--- src/verilog/armPkg.sv ---
// Shared types, control bundles and encoding constants for the
// single-cycle ARMv4 subset core with a Wishbone data port
package armPkg;

   typedef logic [31:0] word_t;       // Data, address and instruction word
   typedef logic [3:0]  regAddr_t;    // Register number r0..r15
   typedef logic [3:0]  cond_t;       // Instr[31:28]

   // Status flags in CPSR order
   typedef struct packed
   {
      logic n;
      logic z;
      logic c;
      logic v;
   } flags_t;

   typedef enum logic [1:0]
   {
      aluAdd,
      aluSub,
      aluAnd,
      aluOrr
   } aluOp_t;

   // Immediate extension kinds
   typedef enum logic [1:0]
   {
      immDp8,         // Zero-extended imm8
      immMem12,       // Zero-extended imm12
      immBranch24     // Sign-extended imm24, word offset
   } immSrc_t;

   // Datapath steering, independent of the condition
   typedef struct packed
   {
      immSrc_t immSrc;
      logic    aluSrc;     // Second operand is the immediate
      logic    memToReg;   // Result from the bus, LDR
      logic    storeSrc;   // Second read address from Rd, STR
      aluOp_t  aluOp;
   } pathCtrl_t;

   // Controls before the condition check
   typedef struct packed
   {
      logic       regWrite;
      logic       memWrite;
      logic       memAccess;
      logic       branch;
      logic [1:0] flagWrite;   // [1] NZ, [0] CV
   } condCtrl_t;

   // Controls after the condition check
   typedef struct packed
   {
      logic regWrite;
      logic memWrite;
      logic memAccess;
      logic branch;
   } execCtrl_t;

   // Wishbone classic master outputs
   typedef struct packed
   {
      logic       cyc;
      logic       stb;
      logic       we;
      logic [3:0] sel;
      word_t      adr;
      word_t      datOut;
   } wbReq_t;

   localparam word_t    PcStep      = 32'd4;
   localparam word_t    PcReadAhead = 32'd8;   // R15 reads as PC+8
   localparam regAddr_t RegPc       = 4'd15;

   // Instr[27:26]
   localparam logic [1:0] OpDp     = 2'b00;
   localparam logic [1:0] OpMem    = 2'b01;
   localparam logic [1:0] OpBranch = 2'b10;

   // Instr[24:21] of data-processing
   localparam logic [3:0] FnAnd = 4'b0000;
   localparam logic [3:0] FnSub = 4'b0010;
   localparam logic [3:0] FnAdd = 4'b0100;
   localparam logic [3:0] FnOrr = 4'b1100;

endpackage

--- src/verilog/armDecoder.sv ---
// Instruction decoder
// Main decoder classifies DP, LDR/STR and B; ALU decoder picks the
// operation and the flag-write halves. Anything else decodes as a no-op
module armDecoder
(
   input  armPkg::word_t      instr,
   output armPkg::pathCtrl_t  pathCtrl,
   output armPkg::condCtrl_t  condCtrl
);
   import armPkg::*;

   logic [1:0] op;
   logic [3:0] fn;
   logic       immBit;        // Immediate operand
   logic       sBit;          // Update flags
   logic       loadBit;       // L bit, same position as S
   logic       linkBit;       // BL, not supported
   aluOp_t     dpAluOp;
   logic [1:0] dpFlagWrite;
   logic       dpKnown;       // One of ADD/SUB/AND/ORR

   assign op      = instr[27:26];
   assign fn      = instr[24:21];
   assign immBit  = instr[25];
   assign sBit    = instr[20];
   assign loadBit = instr[20];
   assign linkBit = instr[24];

   // ALU decoder
   always_comb
   begin
      dpKnown     = 1'b1;
      dpAluOp     = aluAdd;
      dpFlagWrite = {sBit, 1'b0};   // Logic ops leave C and V alone
      case (fn)
         FnAdd: dpFlagWrite = {sBit, sBit};
         FnSub:
         begin
            dpAluOp     = aluSub;
            dpFlagWrite = {sBit, sBit};
         end
         FnAnd: dpAluOp = aluAnd;
         FnOrr: dpAluOp = aluOrr;
         default:
         begin
            dpKnown     = 1'b0;      // Other DP functions are no-ops
            dpFlagWrite = 2'b00;
         end
      endcase
   end

   // Main decoder
   always_comb
   begin
      pathCtrl.immSrc   = immDp8;
      pathCtrl.aluSrc   = 1'b0;
      pathCtrl.memToReg = 1'b0;
      pathCtrl.storeSrc = 1'b0;
      pathCtrl.aluOp    = aluAdd;     // Also the LDR/STR address add
      condCtrl          = '0;         // No side effects by default
      case (op)
         OpDp:
         begin
            if (dpKnown)
            begin
               pathCtrl.aluSrc    = immBit;
               pathCtrl.aluOp     = dpAluOp;
               condCtrl.regWrite  = 1'b1;
               condCtrl.flagWrite = dpFlagWrite;
            end
         end
         OpMem:
         begin
            pathCtrl.immSrc    = immMem12;
            pathCtrl.aluSrc    = 1'b1;   // Base plus offset
            condCtrl.memAccess = 1'b1;
            if (loadBit)
            begin
               pathCtrl.memToReg = 1'b1;
               condCtrl.regWrite = 1'b1;
            end
            else
            begin
               pathCtrl.storeSrc = 1'b1;   // Store data from Rd
               condCtrl.memWrite = 1'b1;
            end
         end
         OpBranch:
         begin
            if (!linkBit)
            begin
               pathCtrl.immSrc = immBranch24;
               condCtrl.branch = 1'b1;
            end
         end
         default: ;   // Op 11 unimplemented
      endcase
   end

endmodule

--- src/verilog/condUnit.sv ---
// Condition unit
// Keeps the NZ and CV flag halves, checks the condition field against
// them and qualifies register, memory and branch controls
module condUnit
(
   input  logic               clk,
   input  logic               reset,
   input  armPkg::cond_t      cond,
   input  armPkg::condCtrl_t  condCtrl,
   input  armPkg::flags_t     aluFlags,
   input  logic               done,        // Instruction completes this cycle
   output armPkg::execCtrl_t  execCtrl
);
   import armPkg::*;

   flags_t flags;      // Stored NZCV
   logic   condEx;     // Condition passed
   logic   ge;         // Signed greater or equal
   logic   nzEn;
   logic   cvEn;

   assign nzEn = condCtrl.flagWrite[1] & condEx & done;
   assign cvEn = condCtrl.flagWrite[0] & condEx & done;

   always_ff @(posedge clk or posedge reset)
   begin
      if (reset)
         flags <= '0;
      else
      begin
         if (nzEn)
         begin
            flags.n <= aluFlags.n;
            flags.z <= aluFlags.z;
         end
         if (cvEn)
         begin
            flags.c <= aluFlags.c;
            flags.v <= aluFlags.v;
         end
      end
   end

   assign ge = (flags.n == flags.v);

   always_comb
   begin
      case (cond)
         4'b0000: condEx = flags.z;                  // EQ
         4'b0001: condEx = ~flags.z;                 // NE
         4'b0010: condEx = flags.c;                  // CS
         4'b0011: condEx = ~flags.c;                 // CC
         4'b0100: condEx = flags.n;                  // MI
         4'b0101: condEx = ~flags.n;                 // PL
         4'b0110: condEx = flags.v;                  // VS
         4'b0111: condEx = ~flags.v;                 // VC
         4'b1000: condEx = flags.c & ~flags.z;       // HI
         4'b1001: condEx = ~flags.c | flags.z;       // LS
         4'b1010: condEx = ge;                       // GE
         4'b1011: condEx = ~ge;                      // LT
         4'b1100: condEx = ~flags.z & ge;            // GT
         4'b1101: condEx = flags.z | ~ge;            // LE
         4'b1110: condEx = 1'b1;                     // AL
         default: condEx = 1'b0;                     // 1111 never executes
      endcase
   end

   // Failed condition turns the instruction into a no-op
   assign execCtrl.regWrite  = condCtrl.regWrite  & condEx;
   assign execCtrl.memWrite  = condCtrl.memWrite  & condEx;
   assign execCtrl.memAccess = condCtrl.memAccess & condEx;
   assign execCtrl.branch    = condCtrl.branch    & condEx;

endmodule

--- src/verilog/regFile.sv ---
// Register file, r0..r14 in flops
// Two combinational read ports, one write port at the clock edge.
// R15 reads as PC+8 and cannot be written
module regFile
(
   input  logic              clk,
   input  logic              we,
   input  armPkg::regAddr_t  ra1,
   input  armPkg::regAddr_t  ra2,
   input  armPkg::regAddr_t  wa,
   input  armPkg::word_t     wd,
   input  armPkg::word_t     pcAhead,     // PC+8
   output armPkg::word_t     rd1,
   output armPkg::word_t     rd2
);
   import armPkg::*;

   word_t regs [0:RegPc-1];   // Fifteen general registers

   always_ff @(posedge clk)
   begin
      if (we && (wa != RegPc))   // PC writes dropped
         regs[wa] <= wd;
   end

   assign rd1 = (ra1 == RegPc) ? pcAhead : regs[ra1];
   assign rd2 = (ra2 == RegPc) ? pcAhead : regs[ra2];

endmodule

--- src/verilog/armAlu.sv ---
// ALU for ADD, SUB, AND and ORR
// One 33-bit adder serves add and subtract, the carry out feeds C.
// C and V are only meaningful for the arithmetic ops
module armAlu
(
   input  armPkg::word_t   a,
   input  armPkg::word_t   b,
   input  armPkg::aluOp_t  aluOp,
   output armPkg::word_t   result,
   output armPkg::flags_t  aluFlags
);
   import armPkg::*;

   logic        isSub;
   logic        isArith;
   word_t       bInv;        // b or its complement
   logic [32:0] sum;

   assign isSub   = (aluOp == aluSub);
   assign isArith = (aluOp == aluAdd) || isSub;
   assign bInv    = isSub ? ~b : b;

   // a - b as a + ~b + 1
   assign sum = {1'b0, a} + {1'b0, bInv} + {32'd0, isSub};

   always_comb
   begin
      case (aluOp)
         aluAdd,
         aluSub:  result = sum[31:0];
         aluAnd:  result = a & b;
         default: result = a | b;      // ORR
      endcase
   end

   assign aluFlags.n = result[31];
   assign aluFlags.z = (result == '0);
   assign aluFlags.c = isArith & sum[32];    // No borrow on SUB

   // Operand signs agree after inversion but the sum sign differs
   assign aluFlags.v = isArith & ~(a[31] ^ b[31] ^ isSub) & (a[31] ^ sum[31]);

endmodule

--- src/verilog/armDatapath.sv ---
// Datapath of the single-cycle core
// PC and its adders, immediate extension, register file, ALU and the
// Wishbone classic data master. A data access stalls PC, flags and
// register write until the slave acknowledges
module armDatapath
(
   input  logic               clk,
   input  logic               reset,
   input  armPkg::word_t      instr,
   input  armPkg::pathCtrl_t  pathCtrl,
   input  armPkg::execCtrl_t  execCtrl,
   input  armPkg::word_t      wbDatIn,
   input  logic               wbAck,
   output armPkg::word_t      pc,
   output armPkg::flags_t     aluFlags,
   output armPkg::wbReq_t     wbReq,
   output logic               done        // Instruction retires at next edge
);
   import armPkg::*;

   word_t    pcPlus4;
   word_t    pcPlus8;
   word_t    pcNext;
   word_t    branchTarget;
   word_t    extImm;
   word_t    srcA;
   word_t    rd2;          // Register operand or store data
   word_t    srcB;
   word_t    aluResult;
   word_t    result;       // Write-back value
   regAddr_t ra2;
   logic     accessReq;    // Bus cycle requested
   logic     regWe;

   // Next PC
   assign pcPlus4      = pc + PcStep;
   assign pcPlus8      = pc + PcReadAhead;
   assign branchTarget = pcPlus8 + extImm;     // Offset already scaled
   assign pcNext       = execCtrl.branch ? branchTarget : pcPlus4;

   always_ff @(posedge clk or posedge reset)
   begin
      if (reset)
         pc <= '0;
      else if (done)   // Hold through a bus stall
         pc <= pcNext;
   end

   // Immediate extension
   always_comb
   begin
      case (pathCtrl.immSrc)
         immDp8:      extImm = {24'd0, instr[7:0]};
         immMem12:    extImm = {20'd0, instr[11:0]};
         immBranch24: extImm = {{6{instr[23]}}, instr[23:0], 2'b00};
         default:     extImm = '0;
      endcase
   end

   // Register file
   assign ra2   = pathCtrl.storeSrc ? instr[15:12] : instr[3:0];   // Rd for STR, else Rm
   assign regWe = execCtrl.regWrite & done;                       // LDR writes at ack

   regFile i_regFile
   (
      .clk     (clk),
      .we      (regWe),
      .ra1     (instr[19:16]),     // Rn
      .ra2     (ra2),
      .wa      (instr[15:12]),     // Rd
      .wd      (result),
      .pcAhead (pcPlus8),
      .rd1     (srcA),
      .rd2     (rd2)
   );

   // ALU
   assign srcB = pathCtrl.aluSrc ? extImm : rd2;

   armAlu i_armAlu
   (
      .a        (srcA),
      .b        (srcB),
      .aluOp    (pathCtrl.aluOp),
      .result   (aluResult),
      .aluFlags (aluFlags)
   );

   assign result = pathCtrl.memToReg ? wbDatIn : aluResult;

   // Wishbone master, request held until ack
   assign accessReq = execCtrl.memAccess & ~reset;    // No bus cycle while in reset
   assign done      = ~accessReq | wbAck;

   assign wbReq.cyc    = accessReq;
   assign wbReq.stb    = accessReq;
   assign wbReq.we     = execCtrl.memWrite;
   assign wbReq.sel    = 4'b1111;                     // Word accesses only
   assign wbReq.adr    = {aluResult[31:2], 2'b00};
   assign wbReq.datOut = rd2;

endmodule

--- src/verilog/armCore.sv ---
// Top level of the single-cycle ARMv4 subset core
// Combinational instruction fetch port and a Wishbone classic data
// master; decoder, condition unit and datapath wired together
module armCore
(
   input  logic            clk,
   input  logic            reset,
   output armPkg::word_t   pc,
   input  armPkg::word_t   instr,      // Valid for the current pc
   output armPkg::wbReq_t  wbReq,
   input  armPkg::word_t   wbDatIn,
   input  logic            wbAck
);
   import armPkg::*;

   pathCtrl_t pathCtrl;
   condCtrl_t condCtrl;
   execCtrl_t execCtrl;
   flags_t    aluFlags;
   logic      done;

   armDecoder i_armDecoder
   (
      .instr    (instr),
      .pathCtrl (pathCtrl),
      .condCtrl (condCtrl)
   );

   condUnit i_condUnit
   (
      .clk      (clk),
      .reset    (reset),
      .cond     (instr[31:28]),
      .condCtrl (condCtrl),
      .aluFlags (aluFlags),
      .done     (done),
      .execCtrl (execCtrl)
   );

   armDatapath i_armDatapath
   (
      .clk      (clk),
      .reset    (reset),
      .instr    (instr),
      .pathCtrl (pathCtrl),
      .execCtrl (execCtrl),
      .wbDatIn  (wbDatIn),
      .wbAck    (wbAck),
      .pc       (pc),
      .aluFlags (aluFlags),
      .wbReq    (wbReq),
      .done     (done)
   );

endmodule

--- config.mk ---
export PLATFORM = sky130hd
export DESIGN_NAME = armCore
export DESIGN_NICKNAME = d
export VERILOG_FILES = /design/src/verilog/armPkg.sv /design/src/verilog/armDecoder.sv /design/src/verilog/condUnit.sv /design/src/verilog/regFile.sv /design/src/verilog/armAlu.sv /design/src/verilog/armDatapath.sv /design/src/verilog/armCore.sv
export SDC_FILE = /design/constraint.sdc
export NUM_CORES = 1
export LEC_CHECK = 0
export ABC_AREA = 1
export BUFFER_PORTS_ARGS = -buffer_cell sky130_fd_sc_hd__buf_2
export CORE_UTILIZATION = 30
export DETAILED_ROUTE_END_ITERATION = 7
export HOLD_SLACK_MARGIN = 0.12
export SYNTH_ARGS = -nofsm -noshare
export SYNTH_HDL_FRONTEND = slang
export SYNTH_SLANG_ARGS = --single-unit
--- constraint.sdc ---
create_clock -name clk -period 8.4 [get_ports clk]
set_input_delay 1.68 -clock clk [delete_from_list [all_inputs] [get_ports clk]]
set_output_delay 1.68 -clock clk [all_outputs]
set_load 0.01 [all_outputs]
==> qor.yml, run 1 <==
status: "completed"
cts_htree_levels: 2
yosys_warnings: 0
dpl_worst_slack_ns: -0.1144
postSynthCellCount: 4197
worstHoldEndpoint: "i_condUnit.flags[2]"
clock-sinks: 516
synth_seq_cells: 516
max_freq_mhz: 123.2
fin_nets: 4559
pwr-share-comb_pct: 38.0
regToRegStartpoint: "i_armDatapath.pc[4]"
switching_share_pct: 39.63
cp_max_fo: 24
cpMostUsedCell: "buf_4"
vias_per_cell: 5.551
seqCellArea_mm2: 0.01531
antenna_left: 0
synth_top_area_share_pct: 43.36
drv_cap: 0
worstHoldPathCells: 2
min_from: "i_condUnit.flags[2]"
worstSkewPairLatency_ns: 0.66
layout_common_cells: "1132 x nand2_1, 480 x edfxtp_1, 476 x nand3_1, 331 x inv_1, 319 x nor2_1"
rr_worst_depth: 37
start_kind: "primary input"
drt_iter0_drc: 4818
post_dp_cell_area_mm2: 0.03683
slew_viol_final: 0
hold_viol: 0
cts_buffers: 59
clk_path_buf_depth: 3
wirelength_um: 145700
cp-end-kind: "primary output"
synth_edf_count: 480
switchingPower_mw: 3.731
dr.pass1.iters: 7
vdd_drop_max_mv: 0.1772
sequentialPowerShare_pct: 35.6
synth.cell_area_mm2: 0.03324
grt_pass1_wl_um: 209600
setup_violations: 0
place_congestion: 0.9829
postSynth.asyncResetShare_pct: 6.977
cp_num_buf_inv: 8
yosysUniqueCellTypes: 65
avgSynthCellArea_um2: 7.920
worstMarginPinSlew_ns: 1.266
total_power_mw: 9.415
synth_top_cell_by_area: "edfxtp_1"
critPathTopFamily: "compound AO/OA/AOI/OAI gates"
required_ns: 6.72
coreArea_mm2: 0.1093
layout_setup_ws_ns: 0.2815
clkSlewWorstSetupHoldPaths_ns: 0.06
grt_pass1_vias: 30481
final_common_cell: "nand2_1"
grt_max_degree: 87
die-height_um: 334.9
rr_endpoint: "i_condUnit.flags[2]"
grt.overflow.total: 0
ioPinCount: 170
yosysSeqAreaShare_pct: 46.07
port_buffers: 163
rsz0062_at_grt: "yes"
start_util_pct: 30.41
post_cts_buffers: 0
ys.flop_type: "edfxtp_1"
min_period_ns: 8.118
drc: 0
synthTopCellsByArea: "edfxtp_1 43%, nand2_1 13%, nand3_1 7.2%"
dpl.hpwl_um: 102000
slowest_delay_ns: 0.34
fin_crit_sh_pct: 96.65
slew_headroom_pct: 15.22
vias: 33002
power_frac_clock_pct: 26.4
path_class: "in2out"
die_w_um: 334.9
cts_hold_buf: 0
power_leakage_nw: 15.86
cts_root_buffer: "clkbuf_16"
cts_tree: "yes"
rrSetupSlack_ns: 1.82
crit_path_top_delay_cell: "o31ai_1"
drive_gt1_share_pct: 12.56
multiInputGateArea_mm2: 0.01559
gr-usage-all-layers_pct: 25.32
grt_antenna_before_repair: 9
internal_power_mw: 5.684
clock_skew_ns: 0.02737
arrival_ns: 6.44
power_density_mw_per_mm2: 243.4
syn2layout_area_growth_pct: 16.38
design_area_mm2: 0.03869
die_area_mm2: 0.1121
rows: 121
num-fill-cells: 11307
hold_path_class: "reg2reg"
wl_per_cell_um: 24.51
## cells by family after synthesis
| kind of cell | share of synthesized area, % |
|---|---|
| compound gates | 15.14 |
| flops | 46.07 |
| simple gates | 25.95 |
| mux | 0.2447 |
| other cells | 0.02259 |
| fa+ha+maj | 2.755 |
| buf+inv | 7.709 |
| xor+xnor | 2.108 |
## how the worst max path moves through the flow
stage                         start   endpoint  slack (ns)  cells after the start
after global routing      instr[27]  wbReq[57]       -0.02                     28
after global placement    instr[27]  wbReq[62]       -0.20                     26
after detailed placement  instr[27]  wbReq[62]       -0.11                     26
after floorplan           instr[27]  wbReq[62]        1.25                     29
after CTS                 instr[27]  wbReq[62]        0.07                     26
final                     instr[27]  wbReq[62]        0.28                     27
## state kept, by name, summed over array words and instances, names as in the netlist
name / count
i_armDatapath.pc: 32
i_armDatapath.i_regFile.regs: 480
i_condUnit.flags: 4
## area by class of cell
type / count / area share, %
diodes: 1 / 0.006469
clock buffers: 65 / 3.875
clock inverters: 44 / 0.8506
inverters: 344 / 3.351
multi-input cells: 3100 / 40.30
flip-flops and latches: 516 / 39.59
well taps: 1476 / 4.774
repair buffers: 399 / 7.261
## metal layers
layer  part of all wire (%)  track usage, %  vias to the layer above
li1                       -               -                    14873
met1                     41           35.12                    15697
met2                     42           38.25                     2080
met3                     12           5.551                      344
met4                    4.3           9.628                        8
met5                  0.034               0                        -
## synthesized netlist by cell type (all sizes together), types with 44 or more instances
cell / count
buf: 154
clkbuf: 87
nand2: 1143
edfxtp: 480
o21ai: 357
a21oi: 282
xor2: 70
o211ai: 58
ha: 70
nor2: 342
inv: 341
nand3: 479
a31oi: 44
## worst min-delay path, cell delays in order, from the launching register on
cell and delay (ns):
dfrtp_1 0.38, nand2_1 0.07, nand2_1 0.06
## timing repair
item / in CTS / in global routing
setup endpoints to repair: 1 / 19
pin swaps: 0 / 1
gates resized for setup: 1 / 8
## stage by stage
stage	hold slack [ns]	setup TNS, ns	util [%]	std cells
floorplan	0.4837	0	-	4201
global placement	0.5225	-0.2019	33.69	5835
detailed placement	0.5214	-0.1144	33.69	5835
CTS	0.5385	0	35.37	5944
global route	0.5735	-0.01823	35.39	5944
finish	0.5306	0	35.39	5945
## power by group through the flow
stage          clock network [mW]  registers [mW]  logic (mW)
2_1_floorplan                   0            3.39        1.89
3_3_place_gp                    0            3.39        3.45
3_5_place_dp                    0            3.39        3.46
4_1_cts                      2.52            3.34        3.48
5_1_grt                      2.61            3.36        3.84
6_report                     2.49            3.35        3.58
(Power assumes the default switching activity.)
==> inputs of run 2 (changes only) <==
--- a/config.mk
+++ b/config.mk
@@ -7,9 +7,11 @@
 export LEC_CHECK = 0
 export ABC_AREA = 1
 export BUFFER_PORTS_ARGS = -buffer_cell sky130_fd_sc_hd__buf_2
+export CORE_MARGIN = 10
 export CORE_UTILIZATION = 30
 export DETAILED_ROUTE_END_ITERATION = 7
 export HOLD_SLACK_MARGIN = 0.12
+export PLACE_DENSITY = 0.46
 export SYNTH_ARGS = -nofsm -noshare
 export SYNTH_HDL_FRONTEND = slang
 export SYNTH_SLANG_ARGS = --single-unit
==> run 2 against run 1 <==
Sequential power about the same. Via count decreased by 2.1%. Core utilization increased by 0.097 points. Flip-flop and latch count unchanged. Sequential share of layout area decreased by 0.49 points. Non-clock buffer count increased by 17. Die area increased by 11%. Critical path type unchanged. Highest routed layer unchanged.
==> qor.yml, run 2 (synthesis gave the netlist of run 1 again) <==
syn2layout_area_growth_pct: 17.83
internal_power_mw: 5.855
layout_setup_ws_ns: 0.1577
cpMostUsedCell: "nand3_1"
vias: 32311
slowest_delay_ns: 0.67
dpl.hpwl_um: 110500
clock_skew_ns: 0.03743
max_freq_mhz: 121.3
clock-sinks: 516
fin_nets: 4579
place_congestion: 0.9498
stdcell_count: 5979
cp_max_fo: 40
power_density_mw_per_mm2: 247.3
slew_viol_final: 0
grt_max_degree: 71
fin_crit_sh_pct: 98.12
min_from: "i_condUnit.flags[2]"
holdWs_ns: 0.5227
drt_iter0_drc: 3406
cts_buffers: 59
rrSetupSlack_ns: 2.12
hold_path_class: "reg2reg"
cts_tree: "yes"
top_regs: "i_armDatapath.i_regFile.regs (480), i_armDatapath.pc (32), i_condUnit.flags (4)"
arrival_ns: 6.56
ioPinCount: 170
pwr-share-comb_pct: 37.9
worstHoldPathCells: 2
switching_share_pct: 39.55
wirelength_um: 158000
post_cts_buffers: 0
clk_path_buf_depth: 3
cts_htree_levels: 2
drive_gt1_share_pct: 13.10
required_ns: 6.72
path_class: "in2out"
die_w_um: 352.9
die-height_um: 352.9
grt_pass1_wl_um: 224700
rows: 122
setup_violations: 0
sequentialPowerShare_pct: 34.6
clkSlewWorstSetupHoldPaths_ns: 0.06
drc: 0
coreArea_mm2: 0.1104
dpl_worst_slack_ns: -0.2170
grt_antenna_before_repair: 7
power_frac_clock_pct: 27.5
regToRegStartpoint: "i_armDatapath.pc[4]"
utilization_pct: 35.49
status: "completed"
switchingPower_mw: 3.831
start_kind: "primary input"
final_common_cell: "nand2_1"
dr.pass1.iters: 6
worstSkewPairLatency_ns: 0.68
start_util_pct: 30.12
cts_root_buffer: "clkbuf_16"
regMostFlops: "i_armDatapath.i_regFile.regs"
min_period_ns: 8.242
rr_endpoint: "i_condUnit.flags[2]"
slew_headroom_pct: 16.52
drv_cap: 0
grt.overflow.total: 0
vdd_drop_max_mv: 0.1612
crit_path_top_delay_cell: "a2111oi_0"
power_leakage_nw: 16.06
rr_worst_depth: 38
rsz0062_at_grt: "no"
grt_pass1_vias: 30522
port_buffers: 163
dpl.cell_count: 5864
antenna_left: 0
hold_viol: 0
gr-usage-all-layers_pct: 24.28
layout_common_cells: "1131 x nand2_1, 480 x edfxtp_1, 475 x nand3_1, 330 x inv_1, 320 x nor2_1"
cp-end-kind: "primary output"
vias_per_cell: 5.404
worstHoldEndpoint: "i_condUnit.flags[2]"
cts_hold_buf: 0
worstMarginPinSlew_ns: 1.246
largest_reg_flops: 480
wl_per_cell_um: 26.43
die_area_mm2: 0.1245
==> run 2: power groups by stage <==
stage               logic [mW]  registers (mW)  clock network (mW)
detailed placement        3.60            3.40                   0
finish                    3.67            3.35                2.66
global placement          3.60            3.40                   0
floorplan                 1.89            3.39                   0
global route              3.97            3.36                2.81
CTS                       3.62            3.35                2.70
==> run 2: worst max-delay path by stage <==
stage,slack [ns],cells past startpoint,endpoint,startpoint
final,0.16,27,wbReq[63],instr[27]
after CTS,0.06,26,wbReq[57],instr[27]
after global placement,-0.27,26,wbReq[57],instr[27]
after global routing,0.003,27,wbReq[57],instr[27]
after detailed placement,-0.22,26,wbReq[57],instr[27]
after floorplan,1.25,29,wbReq[62],instr[27]
==> run 2: critical path: cells and delay by family <==
| kind | cells | cell delay, ns |
|---|---|---|
| simple gates | 12 | 1.41 |
| compound gates | 4 | 1.29 |
| fa+ha+maj | 2 | 0.56 |
| xor+xnor | 1 | 0.16 |
| buf+inv | 8 | 1.39 |
==> run 2: layout make-up <==
class,instances,area (µm²)
multi-input combinational,3103,15650
clock inverter,40,429.2
tap,1488,1862
clock buffer,70,1518
fill,11518,71200
antenna,2,5.005
sequential,516,15310
timing repair buffer,416,3089
inverter,344,1297
==> run 2: timing repair <==
| item | 4_1_cts | 5_1_grt |
|---|---|---|
| pin swaps | 1 | 2 |
| gates cloned | 1 | 2 |
| gates resized for setup | 3 | 8 |
| setup endpoints to repair | 10 | 15 |
==> run 2: routing by layer <==
| metal | global-route usage (%) | share of wire, % | wire [µm] | vias up |
|---|---|---|---|---|
| li1 | - | - | - | 14908 |
| met1 | 33.99 | 44 | 69370 | 15582 |
| met2 | 37.72 | 44 | 69500 | 1551 |
| met3 | 3.693 | 8.4 | 13220 | 268 |
| met4 | 8.601 | 3.8 | 5943 | 2 |
| met5 | 0 | 0.0082 | 13 | - |
==> run 2: metrics by stage <==
stage | TNS (ns) | instance area (µm²) | power [mW]
finish | 0 | 39170 | 9.687
detailed placement | -0.7367 | 37120 | 6.997
floorplan | 0 | 33260 | 5.282
CTS | 0 | 39090 | 9.665
global placement | -1.353 | 37120 | 7.003
global route | 0 | 39160 | 10.14
